### config.mk
export PLATFORM = sky130hd
export DESIGN_NAME = pi1_dcache
export DESIGN_NICKNAME = d
export VERILOG_FILES = /design/src/dcache_pkg.sv /design/src/pi1_dcache.sv /design/src/dcache_ctrl.sv /design/src/dcache_wbuf.sv /design/src/dcache_store.sv
export SDC_FILE = /design/constraint.sdc
export NUM_CORES = 1
export LEC_CHECK = 0
export BUFFER_PORTS_ARGS = -buffer_cell sky130_fd_sc_hd__buf_2
export CAP_MARGIN = 20
export CORE_ASPECT_RATIO = 1.75
export CORE_MARGIN = 2
export CORE_UTILIZATION = 55
export DETAILED_ROUTE_END_ITERATION = 16
export PLACE_DENSITY = 0.72
export SLEW_MARGIN = 20
export SYNTH_ARGS = -nofsm -noshare
export SYNTH_HDL_FRONTEND = slang
export SYNTH_HIERARCHICAL = 1
export SYNTH_SLANG_ARGS = --single-unit
### constraint.sdc
create_clock -name clk_i -period 8.75 [get_ports clk_i]
set_clock_uncertainty 0.15 [all_clocks]
set_input_delay 0.875 -clock clk_i [delete_from_list [all_inputs] [get_ports clk_i]]
set_output_delay 0.875 -clock clk_i [all_outputs]
set_load 0.02 [all_outputs]
### src/dcache_pkg.sv
// Shared widths, sizes, port operation codes and controller states, imported by every cache file.
package dcache_pkg;

	// Data word and byte-select widths.
	localparam int ARCH_W = 32;
	localparam int SEL_W = ARCH_W / 8;

	// Word address split into tag and set index.
	localparam int ADDR_W = 14;
	localparam int SET_COUNT = 16;
	localparam int INDEX_W = 4;
	localparam int TAG_W = ADDR_W - INDEX_W;

	// Posted-write buffer geometry.
	localparam int WBUF_DEPTH = 4;
	localparam int WBUF_CNT_W = 3;
	localparam int WBUF_PTR_W = 2;

	typedef logic [ARCH_W-1:0] word_t;
	typedef logic [ADDR_W-1:0] word_addr_t;
	typedef logic [SEL_W-1:0] byte_sel_t;
	typedef logic [INDEX_W-1:0] set_idx_t;
	typedef logic [TAG_W-1:0] tag_t;

	// Operation code shared by the CPU side and the memory side.
	// The code 2'b11 is not used by this cache.
	typedef enum logic [1:0] {
		PI_NOOP = 2'b00,
		PI_WR   = 2'b01,
		PI_RD   = 2'b10
	} pi_op_t;

	typedef enum logic [2:0] {
		ST_IDLE,
		ST_LOOKUP,
		ST_DRAIN,
		ST_FETCH,
		ST_WAIT
	} ctrl_state_t;

endpackage
### src/pi1_dcache.sv
// Top level of the write-through data cache joining the line store, write buffer and controller.
`timescale 1ns/1ps

module pi1_dcache import dcache_pkg::*; (
	input  logic       clk_i,
	input  logic       rst_i,
	input  logic       flush_i,
	input  pi_op_t     m_op_i,
	input  word_addr_t m_addr_i,
	input  word_t      m_data_i,
	input  byte_sel_t  m_sel_i,
	output word_t      m_data_o,
	output logic       m_rdy_o,
	output pi_op_t     s_op_o,
	output word_addr_t s_addr_o,
	output word_t      s_data_o,
	output byte_sel_t  s_sel_o,
	input  word_t      s_data_i,
	input  logic       s_rdy_i
);

	word_addr_t lookup_addr;
	byte_sel_t  lookup_sel;
	logic       store_busy;
	logic       hit;
	word_t      hit_data;
	logic       fill_en;
	word_t      fill_data;
	byte_sel_t  fill_sel;

	logic       push;
	logic       pop;
	logic       head_valid;
	word_addr_t head_addr;
	word_t      head_data;
	byte_sel_t  head_sel;
	logic       almost_full;

	dcache_store u_store (
		.clk_i         (clk_i),
		.rst_i         (rst_i),
		.flush_i       (flush_i),
		.busy_o        (store_busy),
		.lookup_addr_i (lookup_addr),
		.lookup_sel_i  (lookup_sel),
		.hit_o         (hit),
		.hit_data_o    (hit_data),
		.fill_en_i     (fill_en),
		.fill_data_i   (fill_data),
		.fill_sel_i    (fill_sel)
	);

	// The buffer takes write payloads straight from the CPU port.
	dcache_wbuf u_wbuf (
		.clk_i         (clk_i),
		.rst_i         (rst_i),
		.push_i        (push),
		.push_addr_i   (m_addr_i),
		.push_data_i   (m_data_i),
		.push_sel_i    (m_sel_i),
		.head_valid_o  (head_valid),
		.head_addr_o   (head_addr),
		.head_data_o   (head_data),
		.head_sel_o    (head_sel),
		.pop_i         (pop),
		.almost_full_o (almost_full)
	);

	dcache_ctrl u_ctrl (
		.clk_i         (clk_i),
		.rst_i         (rst_i),
		.m_op_i        (m_op_i),
		.m_addr_i      (m_addr_i),
		.m_data_i      (m_data_i),
		.m_sel_i       (m_sel_i),
		.m_data_o      (m_data_o),
		.m_rdy_o       (m_rdy_o),
		.s_op_o        (s_op_o),
		.s_addr_o      (s_addr_o),
		.s_data_o      (s_data_o),
		.s_sel_o       (s_sel_o),
		.s_data_i      (s_data_i),
		.s_rdy_i       (s_rdy_i),
		.lookup_addr_o (lookup_addr),
		.lookup_sel_o  (lookup_sel),
		.fill_en_o     (fill_en),
		.fill_data_o   (fill_data),
		.fill_sel_o    (fill_sel),
		.store_busy_i  (store_busy),
		.hit_i         (hit),
		.hit_data_i    (hit_data),
		.push_o        (push),
		.pop_o         (pop),
		.head_valid_i  (head_valid),
		.head_addr_i   (head_addr),
		.head_data_i   (head_data),
		.head_sel_i    (head_sel),
		.almost_full_i (almost_full)
	);

endmodule

### src/dcache_ctrl.sv
// Cache controller that holds the accepted request, drives both port handshakes and orders fetches.
`timescale 1ns/1ps

module dcache_ctrl import dcache_pkg::*; (
	input  logic       clk_i,
	input  logic       rst_i,
	input  pi_op_t     m_op_i,
	input  word_addr_t m_addr_i,
	input  word_t      m_data_i,
	input  byte_sel_t  m_sel_i,
	output word_t      m_data_o,
	output logic       m_rdy_o,
	output pi_op_t     s_op_o,
	output word_addr_t s_addr_o,
	output word_t      s_data_o,
	output byte_sel_t  s_sel_o,
	input  word_t      s_data_i,
	input  logic       s_rdy_i,
	output word_addr_t lookup_addr_o,
	output byte_sel_t  lookup_sel_o,
	output logic       fill_en_o,
	output word_t      fill_data_o,
	output byte_sel_t  fill_sel_o,
	input  logic       store_busy_i,
	input  logic       hit_i,
	input  word_t      hit_data_i,
	output logic       push_o,
	output logic       pop_o,
	input  logic       head_valid_i,
	input  word_addr_t head_addr_i,
	input  word_t      head_data_i,
	input  byte_sel_t  head_sel_i,
	input  logic       almost_full_i
);

	ctrl_state_t state_q;
	ctrl_state_t state_d;

	pi_op_t     req_op_q;
	word_addr_t req_addr_q;
	word_t      req_data_q;
	byte_sel_t  req_sel_q;
	word_t      rdata_q;
	logic       wfull_q;

	logic accept;
	logic lookup_rd;
	logic lookup_wr;
	logic rd_miss;
	logic wbuf_phase;
	logic fetch_done;

	assign lookup_rd = (state_q == ST_LOOKUP) && (req_op_q == PI_RD);
	assign lookup_wr = (state_q == ST_LOOKUP) && (req_op_q == PI_WR);
	assign rd_miss = lookup_rd && !hit_i;
	assign fetch_done = (state_q == ST_WAIT) && s_rdy_i;

	// A new request can be taken while idle or while a lookup hits.
	// A full write buffer blocks all requests until one entry drains.
	assign m_rdy_o = ((state_q == ST_IDLE) || ((state_q == ST_LOOKUP) && !rd_miss)) &&
		!store_busy_i && !wfull_q;

	assign accept = m_rdy_o && (m_op_i != PI_NOOP);

	// Writes enter the buffer at acceptance and reach the line store in the lookup cycle.
	assign push_o = accept && (m_op_i == PI_WR);

	assign lookup_addr_o = req_addr_q;
	assign lookup_sel_o = req_sel_q;

	assign fill_en_o = !store_busy_i && (lookup_wr || fetch_done);
	assign fill_data_o = (state_q == ST_WAIT) ? s_data_i : req_data_q;
	assign fill_sel_o = (state_q == ST_WAIT) ? '1 : req_sel_q;

	assign m_data_o = lookup_rd ? hit_data_i : rdata_q;

	// Buffered writes own the memory port in every state except the fetch.
	assign wbuf_phase = (state_q == ST_IDLE) || (state_q == ST_LOOKUP) || (state_q == ST_DRAIN);
	assign pop_o = wbuf_phase && head_valid_i && s_rdy_i;

	always_comb begin
		if (state_q == ST_FETCH) begin
			s_op_o = PI_RD;
		end else if (wbuf_phase && head_valid_i) begin
			s_op_o = PI_WR;
		end else begin
			s_op_o = PI_NOOP;
		end
	end

	assign s_addr_o = (state_q == ST_FETCH) ? req_addr_q : head_addr_i;
	assign s_data_o = head_data_i;
	assign s_sel_o = (state_q == ST_FETCH) ? '1 : head_sel_i;

	always_comb begin
		state_d = state_q;
		case (state_q)
			ST_IDLE: begin
				if (accept) begin
					state_d = ST_LOOKUP;
				end
			end
			ST_LOOKUP: begin
				if (accept) begin
					state_d = ST_LOOKUP;
				end else if (rd_miss) begin
					state_d = ST_DRAIN;
				end else begin
					state_d = ST_IDLE;
				end
			end
			// The miss fetch waits until memory has seen every earlier write.
			ST_DRAIN: begin
				if (!head_valid_i) begin
					state_d = ST_FETCH;
				end
			end
			ST_FETCH: begin
				if (s_rdy_i) begin
					state_d = ST_WAIT;
				end
			end
			ST_WAIT: begin
				if (s_rdy_i) begin
					state_d = ST_IDLE;
				end
			end
			default: state_d = ST_IDLE;
		endcase
	end

	always_ff @(posedge clk_i) begin
		if (rst_i) begin
			state_q <= ST_IDLE;
			req_op_q <= PI_NOOP;
			wfull_q <= 1'b0;
		end else begin
			state_q <= state_d;
			if (accept) begin
				req_op_q <= m_op_i;
			end
			if (pop_o) begin
				wfull_q <= 1'b0;
			end else if (push_o && almost_full_i) begin
				wfull_q <= 1'b1;
			end
		end
	end

	always_ff @(posedge clk_i) begin
		if (accept) begin
			req_addr_q <= m_addr_i;
			req_data_q <= m_data_i;
			req_sel_q <= m_sel_i;
		end
		if (lookup_rd && hit_i) begin
			rdata_q <= hit_data_i;
		end else if (fetch_done) begin
			rdata_q <= s_data_i;
		end
	end

	// A memory request that is not yet taken keeps its operation and address.
	slave_req_stable: assert property (
		@(posedge clk_i) disable iff (rst_i)
		((s_op_o != PI_NOOP) && !s_rdy_i) |=> ($stable(s_op_o) && $stable(s_addr_o))
	);

endmodule

### src/dcache_wbuf.sv
// Posted-write FIFO holding address, data and byte selects of writes on their way to memory.
`timescale 1ns/1ps

module dcache_wbuf import dcache_pkg::*; (
	input  logic       clk_i,
	input  logic       rst_i,
	input  logic       push_i,
	input  word_addr_t push_addr_i,
	input  word_t      push_data_i,
	input  byte_sel_t  push_sel_i,
	output logic       head_valid_o,
	output word_addr_t head_addr_o,
	output word_t      head_data_o,
	output byte_sel_t  head_sel_o,
	input  logic       pop_i,
	output logic       almost_full_o
);

	word_addr_t addr_mem [WBUF_DEPTH];
	word_t      data_mem [WBUF_DEPTH];
	byte_sel_t  sel_mem [WBUF_DEPTH];

	logic [WBUF_PTR_W-1:0] wr_ptr_q;
	logic [WBUF_PTR_W-1:0] rd_ptr_q;
	logic [WBUF_CNT_W-1:0] count_q;

	always_ff @(posedge clk_i) begin
		if (push_i) begin
			addr_mem[wr_ptr_q] <= push_addr_i;
			data_mem[wr_ptr_q] <= push_data_i;
			sel_mem[wr_ptr_q] <= push_sel_i;
		end
	end

	// The depth is a power of two, so the pointers wrap on their own.
	always_ff @(posedge clk_i) begin
		if (rst_i) begin
			wr_ptr_q <= '0;
			rd_ptr_q <= '0;
			count_q <= '0;
		end else begin
			if (push_i) begin
				wr_ptr_q <= wr_ptr_q + 1'b1;
			end
			if (pop_i) begin
				rd_ptr_q <= rd_ptr_q + 1'b1;
			end
			case ({push_i, pop_i})
				2'b10: count_q <= count_q + 1'b1;
				2'b01: count_q <= count_q - 1'b1;
				default: count_q <= count_q;
			endcase
		end
	end

	assign head_valid_o = (count_q != '0);
	assign head_addr_o = addr_mem[rd_ptr_q];
	assign head_data_o = data_mem[rd_ptr_q];
	assign head_sel_o = sel_mem[rd_ptr_q];

	// Exactly one free slot is left.
	assign almost_full_o = (count_q == WBUF_CNT_W'(WBUF_DEPTH - 1));

	push_when_full: assert property (
		@(posedge clk_i) disable iff (rst_i)
		push_i |-> (count_q != WBUF_CNT_W'(WBUF_DEPTH))
	);

	pop_when_empty: assert property (
		@(posedge clk_i) disable iff (rst_i)
		pop_i |-> (count_q != '0)
	);

endmodule

### src/dcache_store.sv
// Direct-mapped line store with tag, data, valid and byte-mask arrays, hit logic and flush sweep.
`timescale 1ns/1ps

module dcache_store import dcache_pkg::*; (
	input  logic       clk_i,
	input  logic       rst_i,
	input  logic       flush_i,
	output logic       busy_o,
	input  word_addr_t lookup_addr_i,
	input  byte_sel_t  lookup_sel_i,
	output logic       hit_o,
	output word_t      hit_data_o,
	input  logic       fill_en_i,
	input  word_t      fill_data_i,
	input  byte_sel_t  fill_sel_i
);

	tag_t      tag_mem [SET_COUNT];
	word_t     data_mem [SET_COUNT];
	byte_sel_t mask_mem [SET_COUNT];
	logic [SET_COUNT-1:0] valid_q;

	set_idx_t sweep_q;
	logic     busy_q;

	set_idx_t  idx;
	tag_t      tag;
	logic      line_match;
	byte_sel_t new_mask;

	assign idx = lookup_addr_i[INDEX_W-1:0];
	assign tag = lookup_addr_i[ADDR_W-1:INDEX_W];

	// The indexed line belongs to the looked-up address.
	assign line_match = valid_q[idx] && (tag_mem[idx] == tag);

	// A hit needs every requested byte to be present in the line.
	assign hit_o = !busy_q && line_match && ((mask_mem[idx] & lookup_sel_i) == lookup_sel_i);
	assign hit_data_o = data_mem[idx];

	// Bytes already held for the same tag are kept; a new tag starts a fresh mask.
	assign new_mask = line_match ? (mask_mem[idx] | fill_sel_i) : fill_sel_i;

	assign busy_o = busy_q;

	always_ff @(posedge clk_i) begin
		if (fill_en_i) begin
			tag_mem[idx] <= tag;
			mask_mem[idx] <= new_mask;
			for (int b = 0; b < SEL_W; b++) begin
				if (fill_sel_i[b]) begin
					data_mem[idx][b*8 +: 8] <= fill_data_i[b*8 +: 8];
				end
			end
		end
	end

	// The sweep walks from the top set down to set 0, one set per cycle.
	always_ff @(posedge clk_i) begin
		if (rst_i || flush_i) begin
			busy_q <= 1'b1;
			sweep_q <= set_idx_t'(SET_COUNT - 1);
		end else if (busy_q) begin
			valid_q[sweep_q] <= 1'b0;
			if (sweep_q == '0) begin
				busy_q <= 1'b0;
			end else begin
				sweep_q <= sweep_q - 1'b1;
			end
		end else if (fill_en_i) begin
			valid_q[idx] <= 1'b1;
		end
	end

	// The controller must hold its fills back until the sweep is over.
	fill_while_busy: assert property (
		@(posedge clk_i) disable iff (rst_i)
		fill_en_i |-> !busy_o
	);

endmodule

==> results of run 1 <==
synth_stat cells (3+ instances only):
master    instances
a21oi_1          31
a31oi_1           5
and2_1            5
and3_1            4
buf_1             9
buf_12            6
buf_2            39
buf_4            41
buf_6             6
clkbuf_1         38
clkinv_1          4
dfxtp_1          20
edfxtp_1       1034
ha_1              9
inv_1            13
mux2_1            4
mux2_2          116
mux2i_1          21
mux4_1           12
mux4_2          258
nand2_1          33
nand2b_1          6
nand3_1           6
nand3b_1          3
nor2_1           40
nor2b_1          10
nor3_1           59
nor4_1           18
o21ai_0           4
o22ai_1           5
o41ai_1           5
or2_2             9
or3_1             3
xnor2_1           9
xor2_1            6
area by class of cell:
class	instances	area (µm²)	area share
timing repair buffer	248	1480	0.0314
sequential	1054	31500	0.668
clock buffer	102	2340	0.0497
clock inverter	60	609	0.0129
tap	1012	1270	0.0269
inverter	18	67.6	0.00144
multi-input combinational	715	9850	0.209
antenna	4	10.0	0.000213
layout by cell type, fill, tap and decap left out, drive strengths merged, types with 9 or more instances in the layout:
cell and n:
mux2 120, nor2 40, xnor2 9, nor4 19, a21oi 32, clkbuf 102
nor3 59, edfxtp 1034, mux2i 21, inv 15, dfxtp 20, mux4 270
or2 9, clkinv 46, ha 9, buf 248, bufinv 12, nand2 33
nor2b 10
worst max-delay path, delay by kind of cell, from the launching register on:
family / cells / cell delay, ns
XOR/XNOR: 1 / 0.17
AO/OA/AOI/OAI: 2 / 0.37
AND/OR/NAND/NOR: 5 / 2.58
multiplexers: 2 / 1.07
flip-flops: 1 / 0.88
buffers and inverters: 2 / 0.89
worst min path at each step:
stage	slack [ns]	to	from	cells after the start
2_1_floorplan	0.31	u_ctrl/req_op_q[0]	u_ctrl/req_op_q[0]	2
3_3_place_gp	0.34	u_ctrl/req_op_q[0]	u_ctrl/req_op_q[0]	2
3_5_place_dp	0.34	u_ctrl/req_op_q[0]	u_ctrl/req_op_q[0]	2
4_1_cts	0.27	u_ctrl/lookup_addr_o[5]	m_addr_i[5]	1
5_1_grt	0.30	u_wbuf/addr_mem[0][11]	m_addr_i[11]	1
6_report	0.30	u_wbuf/addr_mem[3][5]	m_addr_i[5]	1
layer usage:
layer / up-vias / routed length, µm
li1: 8402 / -
met1: 10600 / 33100
met2: 944 / 52100
met3: 191 / 6920
met4: 6 / 3440
met5: - / 35
power groups by stage:
stage               Sequential, mW  Clock (mW)  Combinational, mW
finish                        5.48        4.01             0.0649
global route                  5.48        4.25             0.0698
CTS                           5.48        4.08             0.0647
detailed placement            5.59           0             0.0644
global placement              5.59           0             0.0615
floorplan                     5.59           0             0.0144
cell families after synthesis:
group / after synthesis
multiplexers: 411
flip-flops: 1054
adder cells (fa/ha/maj): 10
AND/OR/NAND/NOR: 210
XOR/XNOR: 15
AO/OA/AOI/OAI: 69
buffers and inverters: 160
sequential cells by signal, summed over array words and instances (netlist names), named ones only:
name,cells
u_store/sweep_q,4
u_ctrl/lookup_addr_o,14
u_wbuf/data_mem,128
u_wbuf/sel_mem,16
u_wbuf/wr_ptr_q,2
u_store/busy_o,1
u_store/valid_q,16
u_store/mask_mem,64
u_ctrl/wfull_q,1
u_store/tag_mem,160
u_store/data_mem,512
u_ctrl/req_op_q,2
u_wbuf/rd_ptr_q,2
u_wbuf/addr_mem,56
u_ctrl/req_data_q,32
u_wbuf/count_q,3
u_ctrl/lookup_sel_o,4
u_ctrl/rdata_q,32
u_ctrl/state_q,3
per-stage QoR:
step	util	total power [mW]	hold slack, ns	instances	worst slack, ns
finish	0.626	9.56	0.299	3213	2.25
global route	0.626	9.79	0.298	3211	1.80
CTS	0.625	9.62	0.266	3208	2.19
detailed placement	0.586	5.65	0.342	3046	2.30
global placement	0.586	5.65	0.344	3046	2.31
floorplan	-	5.61	0.313	1929	3.85
==> impl_results.md, run 1 <==
* Outcome: finished clean
* Met2 Use GR at 0.447
* CTS H-tree lvls at 3
* Largest net degree at the start of global routing at 112
* Initial antenna violation count at 7
* Synth async-reset ratio at 0
* WP data required at 8.90 ns
* NetSw at ~1.8 mW
* Resized cells post-CTS at 0
* Sequential share of power at 0.573
* Final period utilization at 0.743
* Port bufs at 172
* Post-Synth XOR/XNOR Area at 0.00313
* Routed WL at 95.5 mm
* Post-detailed-placement half-perimeter wirelength at around 61 mm
* Clk sinks at between 1,000 and 1,500
* Full die area at 78,500 µm²
* Crit path from: u_ctrl/lookup_addr_o[0]
* DRC Markers at 0
* Max_slew headroom at 0.254
* Largest family of logic cells by synthesized area: multiplexers
* Post-Synthesis Cells at 1,929
* Total CTS buffers at just under 90
* Synth area leader: edfxtp_1
* Max-slew violation count at 0
* Power per cell area at 203 nW/µm²
* Tmin final at 6.50 ns
* Max-cap violations at 0
* Clock share of power at 0.420
* Final instance area at 47,100 µm²
* Total congestion overflow at 0
* Met3 Use GR at 0.0387
* Yosys warnings at 6
* Busiest grt layer: met2
* Root buf cell: clkbuf_16
* Mean Syn Cell Area at 21.7 µm²
* CTS tree: done
* Routability cong. at 0.830
* I/O pins at 173
* Clock slew at reported path FFs at about 0.070 ns
* Setup TNS at 0 ns
* Simple-gate share of the synthesized area at 0.0262
* Mux cell area share after synthesis at 0.183
* Power share of the combinational group at 0.007
* Number of global-route vias before repair at between 20,000 and 25,000
* Unrepaired setup endpoints after global routing: no
* Post-route ant nets at 0
* Die X at 213 µm
* Crit path capture: u_wbuf/data_mem[0][30]
* Met1 GRT Util at 0.302
* Peak Freq at 154 MHz
* Slowest cell delay on critical path at 0.88 ns
* Post-synthesis sequential area ratio at 0.750
* Ranking of synthesized cells by area: edfxtp_1 (74%), mux4_2 (14%), mux2_2 (3.1%), dfxtp_1 (0.96%), mux4_1 (0.75%)
* Deepest clock path buffer count at 3
* Worst Reg-to-Reg Cells at 12
* Nets at 2,223
* Post-CTS setup buffers at 0
* Slowest cell on crit path: edfxtp_1
* TritonRoute pass-1 iters at 5
* Clk Latency, worst-skew pair at about 0.66 ns
* WL/cell at 29.7 µm
* HP Class: input pin to flip-flop
* WS Path Type: flip-flop to flip-flop
* Vias per cell at 6.27
* Mapped Area at 41,900 µm²
* Sw frac at 0.187
* Layout cells sized above 1 at 0.377
* Area after DPL at approximately 44,000 µm²
* Row count at 133
* Fillers at about 5,100
* Crit path DAT at 6.66 ns
* Crit-path cells: buf_4 > mux4_1 > mux4_2 > xor2_1 > a21oi_2 > nand4_2 > nor4_1 > or4b_4 > o211ai_1 > nor2_1 > and2_2 > buf_4
* Startpoint Class: flip-flop
* Peak supply drop at 0.168 mV
* CP most frequent cell: buf_4
* Crit end category: flip-flop
* Crit path max fanout at 26
* LEAKAGE at 15.0 nW
* Reg2reg end: u_wbuf/data_mem[0][30]
* DRT iter0 DRCs at roughly 1,800
* Final setup fails at 0
* Gr usage total at 0.249
* Final Hold Fails at 0
* Via Count at just over 20,000
* R2r setup slk at 2.25 ns
* CORE AREA at 75,200 µm²
* Synth Area in Adders at 0.00316
* Worst-Margin Slew at 1.11 ns
* Number of synthesized flops with an enable pin at 1,034
* Synthesized Nets at 2,027
* RR Startpoint: u_ctrl/lookup_addr_o[0]
* Yosys reg bits at 1,054
* Post-synth cell types at 61
* CTS hold repair buffers at 0
* P&R area growth vs syn at 12.3%
* First-pass GRT wire length at 139 mm
* Die H at 369 µm
* Post-synthesis compound-gate area fraction at 0.0106
* Starting density of the core at 0.557
* Int Power at 7.78 mW
* Synth top area share at 0.741
* Ys flop type: edfxtp_1
Power figures use the tool's default switching activity.
==> inputs of run 2 (changes only) <==
--- a/config.mk
+++ b/config.mk
@@ -11,7 +11,7 @@
 export CORE_MARGIN = 2
 export CORE_UTILIZATION = 55
 export DETAILED_ROUTE_END_ITERATION = 16
-export PLACE_DENSITY = 0.72
+export PLACE_DENSITY = 0.75
 export SLEW_MARGIN = 20
 export SYNTH_ARGS = -nofsm -noshare
 export SYNTH_HDL_FRONTEND = slang
==> constraint.sdc (replaced) <==
create_clock -name clk_i -period 5.7 [get_ports clk_i]
set_clock_uncertainty 0.15 [all_clocks]
set_input_delay 0.57 -clock clk_i [delete_from_list [all_inputs] [get_ports clk_i]]
set_output_delay 0.57 -clock clk_i [all_outputs]
set_load 0.02 [all_outputs]
==> run 2 against run 1 <==
  * Flip-flop and latch count is the same
  * Critical path depth shrank 1
  * Total power grew 52%
  * Critical endpoint is now m_rdy_o
  * Highest routed layer unchanged
==> impl_results.md, run 2 (synthesis results as in run 1) <==
* R2r setup slk at 0.55 ns (-1.70 ns)
* Crit end category: output pin
* CORE AREA at 75,200 µm² (unchanged)
* WP data required at 4.98 ns (-3.92 ns)
* Total CTS buffers at 87 (-1.1%)
* Fillers at 5,011 (-0.81%)
* Vias per cell at 6.26 (-0.19%)
* TritonRoute pass-1 iters at 7 (+2)
* Peak supply drop at 0.264 mV (+57%)
* Routability cong. at 0.845 (+1.7%)
* WS Path Type: flip-flop to output pin
* Via Count at 20,600 (+2.0%)
* Hold Startpoint: m_data_i[31]
* Largest reg by FF count: u_store/data_mem
* Port bufs at 172 (unchanged)
* Peak Freq at 193 MHz
* Crit path DAT at 4.47 ns (-2.19 ns)
* Final core utilization at 0.634 (+0.00770)
* Die X at 213 µm (unchanged)
* Crit path max fanout at 33 (+27%)
* RR Startpoint: u_ctrl/lookup_addr_o[3]
* Full die area at 78,500 µm² (unchanged)
* Hold EP: u_ctrl/req_data_q[31]
* Pwr Total at 14.6 mW (+52%)
* Nets at 2,297 (+3.3%)
* Clk sinks at 1,054 (unchanged)
* Final setup fails at 0 (unchanged)
* Hold path depth at 1 (unchanged)
* Total congestion overflow at 0 (unchanged)
* Layout cells sized above 1 at 0.375 (-0.00155)
* Setup TNS at 0 ns (unchanged)
* Max-slew violation count at 0 (unchanged)
* HP Class: input pin to flip-flop
* Clock slew at reported path FFs at 0.07 ns (about the same)
* Die H at 369 µm (unchanged)
* Max FFs per register at 512 (unchanged)
* Max-cap violations at 0 (unchanged)
* Worst-Margin Slew at 1.18 ns (+0.0714 ns)
* Max_slew headroom at 0.208 (-0.0461)
* Post-detailed-placement half-perimeter wirelength at 63.9 mm (+4.4%)
* DRC Markers at 0 (unchanged)
* Outcome: finished clean
* I/O pins at 173 (unchanged)
* Startpoint Class: flip-flop
* Unrepaired setup endpoints after global routing: no
* Routed WL at 97.7 mm (+2.3%)
* Starting density of the core at 0.557 (unchanged)
* Deepest clock path buffer count at 3 (unchanged)
* Most frequent cells in the layout: edfxtp_1 (1,034), mux4_2 (258), buf_2 (172)
* Gr usage total at 0.255 (+0.00557)
* DRT iter0 DRCs at 1,951 (+6.0%)
* Initial antenna violation count at 5 (-2)
* Row count at 133 (unchanged)
* Worst Reg-to-Reg Cells at 18 (+6)
* Tmin final at 5.19 ns
* P&R area growth vs syn at 13.7%
* Post-route ant nets at 0 (unchanged)
* Reg area at 31,500 µm² (unchanged)
* WL/cell at 29.8 µm (+0.11%)
* Commonest non-fill, non-tap cell in the layout: edfxtp_1
* Multi-input logic area at 9750 µm² (-1.1%)
* Reg2reg end: u_wbuf/count_q[2]
* First-pass GRT wire length at 142 mm (+2.3%)
* LEAKAGE at 15.3 nW (+2.0%)
* CTS H-tree lvls at 3 (unchanged)
* Root buf cell: clkbuf_16
* Final Hold Fails at 0 (unchanged)
* Largest net degree at the start of global routing at 90 (-20%)
* CTS tree: done
* Power per cell area at 305 nW/µm² (+50%)
* Clk Latency, worst-skew pair at 0.67 ns (about the same)
* Final period utilization at 0.911
* Leading registers by flop count: u_store/data_mem (512), u_store/tag_mem (160), u_wbuf/data_mem (128)
* Number of global-route vias before repair at 21,400 (+2.2%)
## run 2: cell count changes in the layout (fill, tap and decap cells not counted), sizes merged
cell         delta
diode           -2
clkinv          -9
clkbuf          +3
buf            +43
inv             +2
bufinv          -2
clkinvlp        +4
dlygate4sd3    +32
## run 2: where the power goes
| part | switching [mW] | leakage (nW) | total, mW | internal [mW] |
|---|---|---|---|---|
| sequential | 0.00335 | 9.45 | 8.41 | 8.41 |
| combinational | 0.0664 | 4.44 | 0.117 | 0.0501 |
| clock | 2.70 | 1.38 | 6.02 | 3.33 |
| total | 2.77 | 15.3 | 14.6 | 11.8 |
## run 2: how the worst max path moves through the flow
stage                                  from                    end  slack [ns]  cells past startpoint
floorplan           u_ctrl/lookup_addr_o[0]  u_wbuf/addr_mem[0][0]        0.80                     12
global placement    u_ctrl/lookup_addr_o[3]      u_wbuf/count_q[2]        0.80                     17
detailed placement  u_ctrl/lookup_addr_o[3]      u_wbuf/count_q[2]        0.71                     17
CTS                 u_ctrl/lookup_addr_o[0]            m_data_o[7]        0.44                      7
global route        u_ctrl/lookup_addr_o[0]            m_data_o[4]        0.27                      7
finish              u_ctrl/lookup_addr_o[3]                m_rdy_o        0.51                     11
## run 2: per-layer routing
| metal | vias to the layer above | share of wire | GRT usage | wire length [µm] |
|---|---|---|---|---|
| met5 | - | 0.00028 | 0 | 27 |
| met4 | 4 | 0.034 | 0.0937 | 3290 |
| met3 | 178 | 0.064 | 0.0380 | 6240 |
| met2 | 937 | 0.55 | 0.464 | 53900 |
| met1 | 10900 | 0.35 | 0.306 | 34200 |
| li1 | 8551 | - | - | - |
## run 2: worst max-delay path: stages, from the launching register on
cell	delay (ns)
edfxtp_1	0.83
buf_12	0.31
buf_4	0.52
mux4_2	0.38
nor2b_1	0.06
or4_1	0.50
nor4_1	0.29
buf_4	0.22
or4b_4	0.15
nor2_1	0.06
nor2b_1	0.22
buf_2	0.21
## run 2: per-stage QoR
step           hold slack, ns  setup slack [ns]  std cells  instance area [µm²]
5_1_grt                0.0303             0.274       3284                47700
4_1_cts              0.000820             0.440       3282                47600
3_5_place_dp            0.360             0.712       3090                44400
2_1_floorplan           0.313             0.796       1929                41900
6_report               0.0447             0.506       3284                47700
3_3_place_gp            0.330             0.798       3090                44400
## run 2: area by class of cell
cell class / instances / share of cell area
diodes: 2 / 0.000105
clock inverters: 55 / 0.0121
well taps: 1012 / 0.0266
multi-input cells: 715 / 0.205
clock buffers: 105 / 0.0478
repair buffers: 323 / 0.0475
inverters: 18 / 0.00142
flip-flops and latches: 1054 / 0.660
## run 2: repair_timing
action                                  4_1_cts  5_1_grt
hold buffers                                 32        0
endpoints found under the hold margin       153        0
setup buffers                                 0        0
gates resized for setup                       0        0
endpoints found under the setup margin        0        0
